==> src/include/spi_defs.svh <==
`ifndef SPI_DEFS_SVH
`define SPI_DEFS_SVH

////////////////////////////////////////
// Frame layout
////////////////////////////////////////

// One rw bit, then address, then data
`define SPI_FRAME_W 32
`define SPI_ADDR_W 7
`define SPI_DATA_W 24

////////////////////////////////////////
// SPI clock
////////////////////////////////////////

// CLK50MHZ cycles per SPI half period, 12.5 MHz SCK
`define SPI_HALF_DIV 2

`endif

==> src/design/spi_pkg.sv <==
`include "spi_defs.svh"

package spi_pkg;

	// One frame on the wire, rw goes out first
	typedef struct packed {
		logic                   rw;
		logic [`SPI_ADDR_W-1:0] addr;
		logic [`SPI_DATA_W-1:0] data;
	} spi_frame_t;

	// Shifter FSM states
	typedef enum logic [1:0] {
		trig_waiting = 2'd0,
		sending      = 2'd1,
		done         = 2'd2
	} spi_state_e;

	// 1 means write
	localparam logic RW_WRITE = 1'b1;

endpackage

==> src/design/spi_tick_if.sv <==
`timescale 1ns/1ps

// SPI clock phase and shift strobes between divider and shifter
interface spi_tick_if;

	logic run;
	logic sck_level;
	logic write_trig;
	logic read_trig;

	modport gen (
		input  run,
		output sck_level,
		output write_trig,
		output read_trig
	);

	modport master (
		output run,
		input  sck_level,
		input  write_trig,
		input  read_trig
	);

endinterface

==> src/design/spi_clk_gen.sv <==
`timescale 1ns/1ps
`include "spi_defs.svh"

module spi_clk_gen #(
	parameter int HALF_DIV = `SPI_HALF_DIV
) (
	input  logic    CLK50MHZ,
	input  logic    RST,
	spi_tick_if.gen tick
);

	localparam int CNT_W = $clog2(HALF_DIV + 1);

	logic [CNT_W-1:0] div_cnt;
	logic             lead;
	logic             half_end;

	// Last system cycle of the current half period
	assign half_end = (div_cnt == CNT_W'(HALF_DIV - 1));

	////////////////////////////////////////
	// Divider and strobes
	////////////////////////////////////////

	// The first half period after run rises is a low lead-in. It ends with
	// a write strobe so MOSI is set up before the first rising edge.
	always_ff @(posedge CLK50MHZ) begin
		if (RST || !tick.run) begin
			div_cnt         <= '0;
			lead            <= 1'b1;
			tick.sck_level  <= 1'b0;
			tick.write_trig <= 1'b0;
			tick.read_trig  <= 1'b0;
		end else begin
			tick.write_trig <= 1'b0;
			tick.read_trig  <= 1'b0;
			if (half_end) begin
				div_cnt <= '0;
				if (lead) begin
					lead            <= 1'b0;
					tick.write_trig <= 1'b1;
				end else begin
					tick.sck_level <= !tick.sck_level;
					// Low to high samples, high to low shifts
					tick.read_trig  <= !tick.sck_level;
					tick.write_trig <= tick.sck_level;
				end
			end else begin
				div_cnt <= div_cnt + 1'b1;
			end
		end
	end

endmodule

==> src/design/spi_master.sv <==
`timescale 1ns/1ps
`include "spi_defs.svh"

module spi_master
	import spi_pkg::*;
#(
	parameter int WIDTH = `SPI_FRAME_W
) (
	input  logic             CLK50MHZ,
	input  logic             RST,
	input  logic             spi_trig,
	input  logic [WIDTH-1:0] tx_frame,
	output logic [WIDTH-1:0] rx_frame,
	output logic             spi_done,
	output logic             spi_sck,
	output logic             spi_cs,
	output logic             spi_mosi,
	input  logic             spi_miso,
	spi_tick_if.master       tick
);

	localparam int IDX_W = $clog2(WIDTH + 1);

	spi_state_e       state;
	logic [IDX_W-1:0] bit_idx;
	logic [WIDTH-1:0] shift_out;
	logic [WIDTH-1:0] shift_in;
	logic             shift_edge;
	logic             last_edge;
	logic             sck_window;

	// Falling edge after the last bit closes the frame
	assign last_edge  = tick.write_trig && (bit_idx == IDX_W'(WIDTH));
	assign shift_edge = tick.write_trig && !last_edge;

	// Index 0 is the lead-in before the first bit
	assign sck_window = (state == sending) && (bit_idx != '0);

	////////////////////////////////////////
	// FSM
	////////////////////////////////////////

	always_ff @(posedge CLK50MHZ) begin
		if (RST) begin
			state <= trig_waiting;
		end else begin
			case (state)
				trig_waiting:
					if (spi_trig)
						state <= sending;
				sending:
					if (last_edge)
						state <= done;
				default:
					state <= trig_waiting;
			endcase
		end
	end

	// Bit counter advances on each write strobe
	always_ff @(posedge CLK50MHZ) begin
		if (RST) begin
			bit_idx <= '0;
		end else if (state == sending) begin
			if (shift_edge)
				bit_idx <= bit_idx + 1'b1;
		end else begin
			bit_idx <= '0;
		end
	end

	////////////////////////////////////////
	// Shift registers
	////////////////////////////////////////

	// Tx frame is reloaded every idle cycle, so it is current at the trigger
	always_ff @(posedge CLK50MHZ) begin
		if (state == trig_waiting)
			shift_out <= tx_frame;
		else if (state == sending && shift_edge)
			shift_out <= {shift_out[WIDTH-2:0], 1'b0};
	end

	always_ff @(posedge CLK50MHZ) begin
		if (tick.read_trig && sck_window)
			shift_in <= {shift_in[WIDTH-2:0], spi_miso};
	end

	always_ff @(posedge CLK50MHZ) begin
		if (RST)
			spi_mosi <= 1'b0;
		else if (state != sending)
			spi_mosi <= 1'b0;
		else if (shift_edge)
			spi_mosi <= shift_out[WIDTH-1];
	end

	////////////////////////////////////////
	// Chip select and outputs
	////////////////////////////////////////

	// Rises together with the move to done
	always_ff @(posedge CLK50MHZ) begin
		if (RST)
			spi_cs <= 1'b1;
		else if (state == trig_waiting && spi_trig)
			spi_cs <= 1'b0;
		else if (state == sending && last_edge)
			spi_cs <= 1'b1;
	end

	assign spi_sck  = tick.sck_level && sck_window;
	assign spi_done = (state == done);
	assign rx_frame = shift_in;
	assign tick.run = (state == sending);

endmodule

==> src/design/spi_reg_access.sv <==
`timescale 1ns/1ps
`include "spi_defs.svh"

module spi_reg_access
	import spi_pkg::*;
(
	input  logic                   CLK50MHZ,
	input  logic                   RST,
	// Host side
	input  logic                   req,
	input  logic                   rw,
	input  logic [`SPI_ADDR_W-1:0] addr,
	input  logic [`SPI_DATA_W-1:0] wdata,
	output logic                   busy,
	output logic                   ack,
	output logic [`SPI_DATA_W-1:0] rdata,
	// Shifter side
	output logic                   spi_trig,
	output spi_frame_t             tx_frame,
	input  spi_frame_t             rx_frame,
	input  logic                   spi_done
);

	logic accept;

	// Requests while busy are simply lost
	assign accept = req && !busy;

	////////////////////////////////////////
	// Handshake
	////////////////////////////////////////

	always_ff @(posedge CLK50MHZ) begin
		if (RST) begin
			busy     <= 1'b0;
			ack      <= 1'b0;
			spi_trig <= 1'b0;
		end else begin
			spi_trig <= accept;
			ack      <= spi_done;
			if (accept)
				busy <= 1'b1;
			else if (spi_done)
				busy <= 1'b0;
		end
	end

	////////////////////////////////////////
	// Frame packing and read data
	////////////////////////////////////////

	// Held until the next accepted request, well past done
	always_ff @(posedge CLK50MHZ) begin
		if (accept) begin
			tx_frame.rw   <= rw;
			tx_frame.addr <= addr;
			// Reads send zeros in the data field
			tx_frame.data <= (rw == RW_WRITE) ? wdata : '0;
		end
	end

	always_ff @(posedge CLK50MHZ) begin
		if (spi_done)
			rdata <= rx_frame.data;
	end

endmodule

==> src/design/spi_reg_top.sv <==
`timescale 1ns/1ps
`include "spi_defs.svh"

module spi_reg_top
	import spi_pkg::*;
(
	input  logic                   CLK50MHZ,
	input  logic                   RST,
	// Host request port
	input  logic                   req,
	input  logic                   rw,
	input  logic [`SPI_ADDR_W-1:0] addr,
	input  logic [`SPI_DATA_W-1:0] wdata,
	output logic                   busy,
	output logic                   ack,
	output logic [`SPI_DATA_W-1:0] rdata,
	// SPI pins
	output logic                   spi_sck,
	output logic                   spi_cs,
	output logic                   spi_mosi,
	input  logic                   spi_miso
);

	spi_frame_t tx_frame;
	spi_frame_t rx_frame;
	logic       spi_trig;
	logic       spi_done;

	spi_tick_if tick ();

	spi_clk_gen #(
		.HALF_DIV (`SPI_HALF_DIV)
	) i_clk_gen (
		.CLK50MHZ (CLK50MHZ),
		.RST      (RST),
		.tick     (tick.gen)
	);

	spi_master #(
		.WIDTH (`SPI_FRAME_W)
	) i_master (
		.CLK50MHZ (CLK50MHZ),
		.RST      (RST),
		.spi_trig (spi_trig),
		.tx_frame (tx_frame),
		.rx_frame (rx_frame),
		.spi_done (spi_done),
		.spi_sck  (spi_sck),
		.spi_cs   (spi_cs),
		.spi_mosi (spi_mosi),
		.spi_miso (spi_miso),
		.tick     (tick.master)
	);

	spi_reg_access i_reg_access (
		.CLK50MHZ (CLK50MHZ),
		.RST      (RST),
		.req      (req),
		.rw       (rw),
		.addr     (addr),
		.wdata    (wdata),
		.busy     (busy),
		.ack      (ack),
		.rdata    (rdata),
		.spi_trig (spi_trig),
		.tx_frame (tx_frame),
		.rx_frame (rx_frame),
		.spi_done (spi_done)
	);

endmodule

==> config.mk <==
export PLATFORM = sky130hd
export DESIGN_NAME = spi_reg_top
export DESIGN_NICKNAME = d
export VERILOG_FILES = /design/src/design/spi_pkg.sv /design/src/design/spi_tick_if.sv /design/src/design/spi_clk_gen.sv /design/src/design/spi_master.sv /design/src/design/spi_reg_access.sv /design/src/design/spi_reg_top.sv
export VERILOG_INCLUDE_DIRS = /design/src /design/src/include
export SDC_FILE = /design/constraint.sdc
export NUM_CORES = 1
export LEC_CHECK = 0
export BUFFER_PORTS_ARGS = -buffer_cell sky130_fd_sc_hd__buf_4
export CORE_ASPECT_RATIO = 1.25
export CORE_MARGIN = 2
export CORE_UTILIZATION = 40
export CTS_BUF_LIST = sky130_fd_sc_hd__clkbuf_8
export DETAILED_ROUTE_END_ITERATION = 8
export SLEW_MARGIN = 20
export SYNTH_ARGS = -nofsm -noshare
export SYNTH_HDL_FRONTEND = slang
export SYNTH_SLANG_ARGS = --single-unit
export TNS_END_PERCENT = 50
==> constraint.sdc <==
create_clock -name CLK50MHZ -period 2.75 [get_ports CLK50MHZ]
set_input_delay 0.4125 -clock CLK50MHZ [delete_from_list [all_inputs] [get_ports CLK50MHZ]]
set_output_delay 0.4125 -clock CLK50MHZ [all_outputs]
set_load 0.02 [all_outputs]
==> results of run 1 <==
-- kinds of logic (layout without fill, tap and decap cells) --
group / after synthesis / count (layout)
buf+inv: 18 / 108
fa+ha+maj: 3 / 3
mux: 34 / 34
simple gates: 63 / 63
flops: 131 / 131
xor+xnor: 3 / 3
compound gates: 15 / 15
-- synthesized netlist by cell type (2+ instances only) --
cell / n
nand2_1: 11
nand3_1: 2
edfxtp_1: 112
and2_1: 25
dfxtp_1: 19
nand2b_1: 3
buf_2: 4
nand4_1: 2
mux2i_1: 3
ha_1: 3
mux2_1: 2
clkbuf_1: 4
a21oi_1: 5
xor2_1: 2
o21ai_0: 4
nor3_1: 3
nor2_1: 9
mux2_2: 29
inv_1: 10
-- final timing paths --
path,startpoint,end,slack (ns),cells past startpoint
setup / recovery,i_master.bit_idx[0]$_SDFFE_PP0P_,spi_sck,0.45,6
hold reg to reg,i_master.rx_frame[23]$_DFFE_PP_,i_reg_access.rdata[23]$_DFFE_PP_,0.43,0
setup reg to reg,i_master.bit_idx[0]$_SDFFE_PP0P_,i_master.shift_out[9]$_DFFE_PP_,0.54,5
hold / removal,addr[1],i_reg_access.tx_frame[25]$_DFFE_PP_,0.17,1
-- cells in the final DEF, fill, tap and decap left out, types with 3 or more instances in the layout --
cell and count:
a21oi_1 4, mux2_2 29, clkbuf_8 17, clkinv_2 4, nand2_1 11, clkinv_4 3, nor2_1 8, nor3_1 3
dfxtp_1 19, edfxtp_1 112, buf_4 67, ha_1 3, inv_1 10, nand2b_1 3, mux2i_1 3, o21ai_0 4
and2_1 25
-- area by class of cell --
class                           count  area [µm²]  share of cell area, %
Sequential cell                   131        3740                   64.9
Multi-Input combinational cell    118         936                   16.2
Timing Repair Buffer               67         503                   8.72
Clock buffer                       17         234                   4.06
Tap cell                          138         173                   2.99
Clock inverter                     14         139                   2.41
Inverter                           10        37.5                  0.651
-- power by group --
| part | switching, µW | internal [µW] |
|---|---|---|
| Combinational | 77.1 | 96.5 |
| Sequential | 28.7 | 2260 |
| Clock | 726 | 796 |
-- metrics by stage --
step	area, µm²	total power, µW	instances	hold slack, ns	utilization [%]
3_3_place_gp	5390	2510	464	0.402	46.6
3_5_place_dp	5390	2510	464	0.411	46.6
5_1_grt	5770	4150	495	0.126	49.9
4_1_cts	5770	4040	495	0.131	49.9
2_1_floorplan	4740	2430	267	0.400	-
6_report	5770	3980	495	0.168	49.9
-- registers in the layout, indices dropped and copies added, names as in the netlist, 2 cells and up --
name / count
i_master.shift_out: 32
i_reg_access.tx_frame: 32
i_master.rx_frame: 24
i_reg_access.rdata: 24
i_master.bit_idx: 6
i_clk_gen.div_cnt: 2
i_master.state: 2
-- critical path, delay by kind of cell, from the launching register on --
kind / cells / cell delay (ns)
flops: 1 / 0.35
compound gates: 1 / 0.17
buf+inv: 2 / 0.24
fa+ha+maj: 1 / 0.17
simple gates: 2 / 0.55
-- per-layer routing --
| metal | share of wire, % | vias to the layer above | wire length [µm] | GRT usage (%) |
|---|---|---|---|---|
| met1 | 44 | 1117 | 3080 | 14.6 |
| li1 | - | 1146 | - | - |
| met2 | 49 | 83 | 3390 | 17.8 |
| met4 | 0.93 | 0 | 65 | 5.96 |
| met5 | 0 | - | 0 | 0 |
| met3 | 6.2 | 5 | 432 | 4.55 |
==> run metrics, run 1 <==
outcome complete, no violations; CP Cell Sequence inv_1 > ha_1 > or4b_4 > o21ai_2 > nor2_1 > buf_4; Synth Area in Adders less than 1%; Worst Slack Setup Final 0.450 ns; Ports 65; row cnt 44; CP max FO 4; Congestion Overflow GR 0; slowest stage delay, CP 0.47 ns; Filler cells 1008; Critical Path End Type primary output; Starting Density about two fifths; post-synthesis cell count 267; Worst Max-Slew Pin Slew 1.03 ns; Root Buffer clkbuf_8; clock latency on the worst-skew pair 0.42 ns; Cell Area, Synth ~4700 µm²; initial antenna violation count 0; via count between 2k and 2.5k; final setup vio count 0; global-route wire length before repair 11.3 mm; Final Slew Violations 0; CTS sink count 131; XOR/XNOR share of the synthesized area 0.555%; clock-pin slew on the worst setup and hold paths 0.07 ns; sequential area share after synthesis 79.0%; post-synthesis register bit count 131; Synth cell types 34; synth warn 0; DP HPWL around 4.4 mm; vias in the first global route 2415; post-route ant nets 0; total of max-cap violations 0; fmax 435 MHz; Async SR Flop Fraction 0%; GRT Total Usage approximately an eighth; Final period util 83.6%; Routed WL 6.97 mm; Layout area overhead 21.7%; die area approximately 13000 µm²; syn_nets 306; drt pass-1 iters 4; IO Port Bufs 64; synthesized area per cell 17.7 µm²; Final TNS setup 0 ns; Core Area 11600 µm²; simple-gate portion of the synthesized area 8.08%; Die H 126 µm; largest net degree at the start of global routing 33; largest area contributor in the netlist edfxtp_1; Routed wire per std cell 14.1 µm; Initial DRC Count 65; share of layout cells above drive strength 1 between 30% and 40%; normalized max-slew margin 31.0%; post-cts repair resize count 0; top-area cell type share of the netlist area 71.0%; peak supply drop 0.334 mV; multiplexer area fraction after synthesis 8.00%; CTS Hold Buffers Added 0; Setup Buffers After CTS 0; htree depth 4; Horiz. Die Dim 101 µm; clk_skew 0.00962 ns; final net count 384; Place WS around 0.49 ns; RePlAce Congestion 0.702; Worst EP arrival 1.89 ns; worst setup path class reg -> out; Worst path slowest cell or4b_4; Final Hold Viols 0; min-delay worst type in -> reg; compound-gate portion of the synthesized area 2.03%; post-route minimum period 2.30 ns; RSZ-0062 raised after global routing no; Post-synth EDFFs 112; Leakage 0.00212 µW; ant diodes 0; Worst Setup Start Kind register; dominant synthesized flop cell edfxtp_1; CTS tree done; DRC Markers 0; Synth area leaders edfxtp_1, dfxtp_1, mux2_2; pwr dens 691 nW/µm²; Critical Path RT 2.34 ns; CTS Buf Count 17; Clock Path Buffers 2; largest family of logic cells by synthesized area simple AND/OR/NAND/NOR gates; via/cell ratio 4.75
(Power assumes the default switching activity.)
==> inputs of run 2 (changes only) <==
clock period = 2.4 ns   (was 2.75 ns; I/O delays follow)
==> run metrics, run 2 (synthesized netlist as in run 1, its figures left out) <==
via count 2350; Seq pwr share 55.5%; Horiz. Die Dim 101 µm; Critical Path RT 2.04 ns; pwr dens 810 nW/µm²; htree depth 4; GRT Total Usage 12.0%; biggest regs i_master.shift_out: 32 flops, i_reg_access.tx_frame: 32 flops; min-delay worst type in -> reg; RePlAce Congestion ~0.74; switching power share of the total 20.8%; Routed wire per std cell 13.8 µm; vias in the first global route 2448; clock latency on the worst-skew pair 0.42 ns; drt pass-1 iters 4; peak supply drop 0.420 mV; RR Startpoint i_master.bit_idx[1]$_SDFFE_PP0P_; Ports 65; Congestion Overflow GR 0; global-route wire length before repair around 12 mm; Worst Max-Slew Pin Slew 1.02 ns; slowest stage delay, CP 0.48 ns; most common cell after layout, fill and taps aside edfxtp_1; Die H 126 µm; DP HPWL 4.51 mm; CTS sink count between 100 and 150; Initial DRC Count 92; Core Util, Final 50.4%; Clock Path Buffers 2; share of layout cells above drive strength 1 38.9%; Final TNS setup 0 ns; initial antenna violation count 0; fmax between 400 and 500 MHz; CP Cell Sequence inv_1 > ha_1 > or4b_4 > o21ai_4 > nor2_1 > buf_4; r2r worst-path depth 5; row cnt between 40 and 50; Worst EP arrival 1.87 ns; CP max FO 4; Critical Path End Type primary output; post-route minimum period 2.23 ns; Core Area approximately 12000 µm²; IO Port Bufs 64; final total power 4720 µW; DRC Markers 0; total of max-cap violations 0; normalized max-slew margin about a third; Leakage around 0.0021 µW; Final Hold Viols 0; largest net degree at the start of global routing 33; Layout area overhead 23.1%; clock-pin slew on the worst setup and hold paths about 0.08 ns; Final period util between 90% and 100%; clk_skew roughly 0.0067 ns; Worst Setup Start Kind register; Final Slew Violations 0; post-route ant nets 0; CTS Hold Buffers Added 0; Routed WL 6.87 mm; Root Buffer clkbuf_8; Starting Density 41.0%; Comb power frac 4.2%; ant diodes 0; most frequent cells in the layout edfxtp_1, buf_4, mux2_2; outcome complete, no violations; r2r setup slk 0.22 ns; Clock Power Share 40.2%; RSZ-0062 raised after global routing no; Worst path slowest cell or4b_4; crit path to spi_sck; die area 12700 µm²; origin of the worst setup path i_master.bit_idx[0]$_SDFFE_PP0P_; reg2reg end i_master.shift_out[23]$_DFFE_PP_; final setup vio count 0; CTS tree done; Int Pwr 3740 µW; final net count 386; worst setup path class reg -> out; CTS Buf Count 17; Setup Buffers After CTS 0; via/cell ratio 4.72; NetSw between 900 and 1000 µW
-- run 2: final cells by class --
type / count / area [µm²]
Tap cell: 138 / 173
Fill cell: 971 / 5730
Multi-Input combinational cell: 118 / 943
Sequential cell: 131 / 3740
Clock inverter: 15 / 181
Clock buffer: 17 / 234
Timing Repair Buffer: 69 / 518
Inverter: 10 / 37.5
-- run 2: power groups by stage --
| stage | clock, µW | sequential [µW] | combinational, µW |
|---|---|---|---|
| 6_report | 1900 | 2620 | 200 |
| 4_1_cts | 1960 | 2620 | 206 |
| 2_1_floorplan | 0 | 2660 | 125 |
| 3_5_place_dp | 0 | 2670 | 205 |
| 5_1_grt | 2070 | 2630 | 221 |
| 3_3_place_gp | 0 | 2670 | 200 |
-- run 2: metal layers --
| layer | vias to the layer above | share of wire [%] | track usage, % | wire, µm |
|---|---|---|---|---|
| met5 | - | 0 | 0 | 0 |
| met2 | 73 | 48 | 18.4 | 3310 |
| li1 | 1149 | - | - | - |
| met4 | 0 | 1.1 | 5.01 | 78 |
| met1 | 1118 | 45 | 14.7 | 3090 |
| met3 | 10 | 5.8 | 5.27 | 397 |
-- run 2: worst max-delay path, delay by kind of cell (launching register included) --
family / cells / cell delay, ns
AND/OR/NAND/NOR: 2 / 0.55
flip-flops: 1 / 0.35
buffers and inverters: 2 / 0.24
adder cells (fa/ha/maj): 1 / 0.16
AO/OA/AOI/OAI: 1 / 0.15
-- run 2: worst min-delay path by stage --
stage | from | endpoint | slack, ns | cells past startpoint
after floorplan | i_master.rx_frame[23]$_DFFE_PP_ | i_reg_access.rdata[23]$_DFFE_PP_ | 0.40 | 0
final | addr[3] | i_reg_access.tx_frame[27]$_DFFE_PP_ | 0.11 | 1
after global routing | addr[3] | i_reg_access.tx_frame[27]$_DFFE_PP_ | 0.06 | 1
after global placement | i_master.rx_frame[23]$_DFFE_PP_ | i_reg_access.rdata[23]$_DFFE_PP_ | 0.40 | 0
after CTS | addr[3] | i_reg_access.tx_frame[27]$_DFFE_PP_ | 0.08 | 1
after detailed placement | i_master.rx_frame[23]$_DFFE_PP_ | i_reg_access.rdata[23]$_DFFE_PP_ | 0.42 | 0
-- run 2: stage by stage --
stage / setup slack (ns) / cell area, µm² / hold slack (ns) / std cells
after detailed placement: 0.168 / 5410 / 0.419 / 466
after floorplan: 0.0873 / 4740 / 0.400 / 267
final: 0.169 / 5830 / 0.111 / 498
after CTS: 0.101 / 5820 / 0.0773 / 498
after global routing: 0.0247 / 5830 / 0.0631 / 498
after global placement: 0.227 / 5410 / 0.402 / 466
-- run 2: repair_timing --
item / 4_1_cts / 5_1_grt
hold endpoints to repair: 0 / 0
resized for setup: 0 / 2
endpoints found under the setup margin: 0 / 1
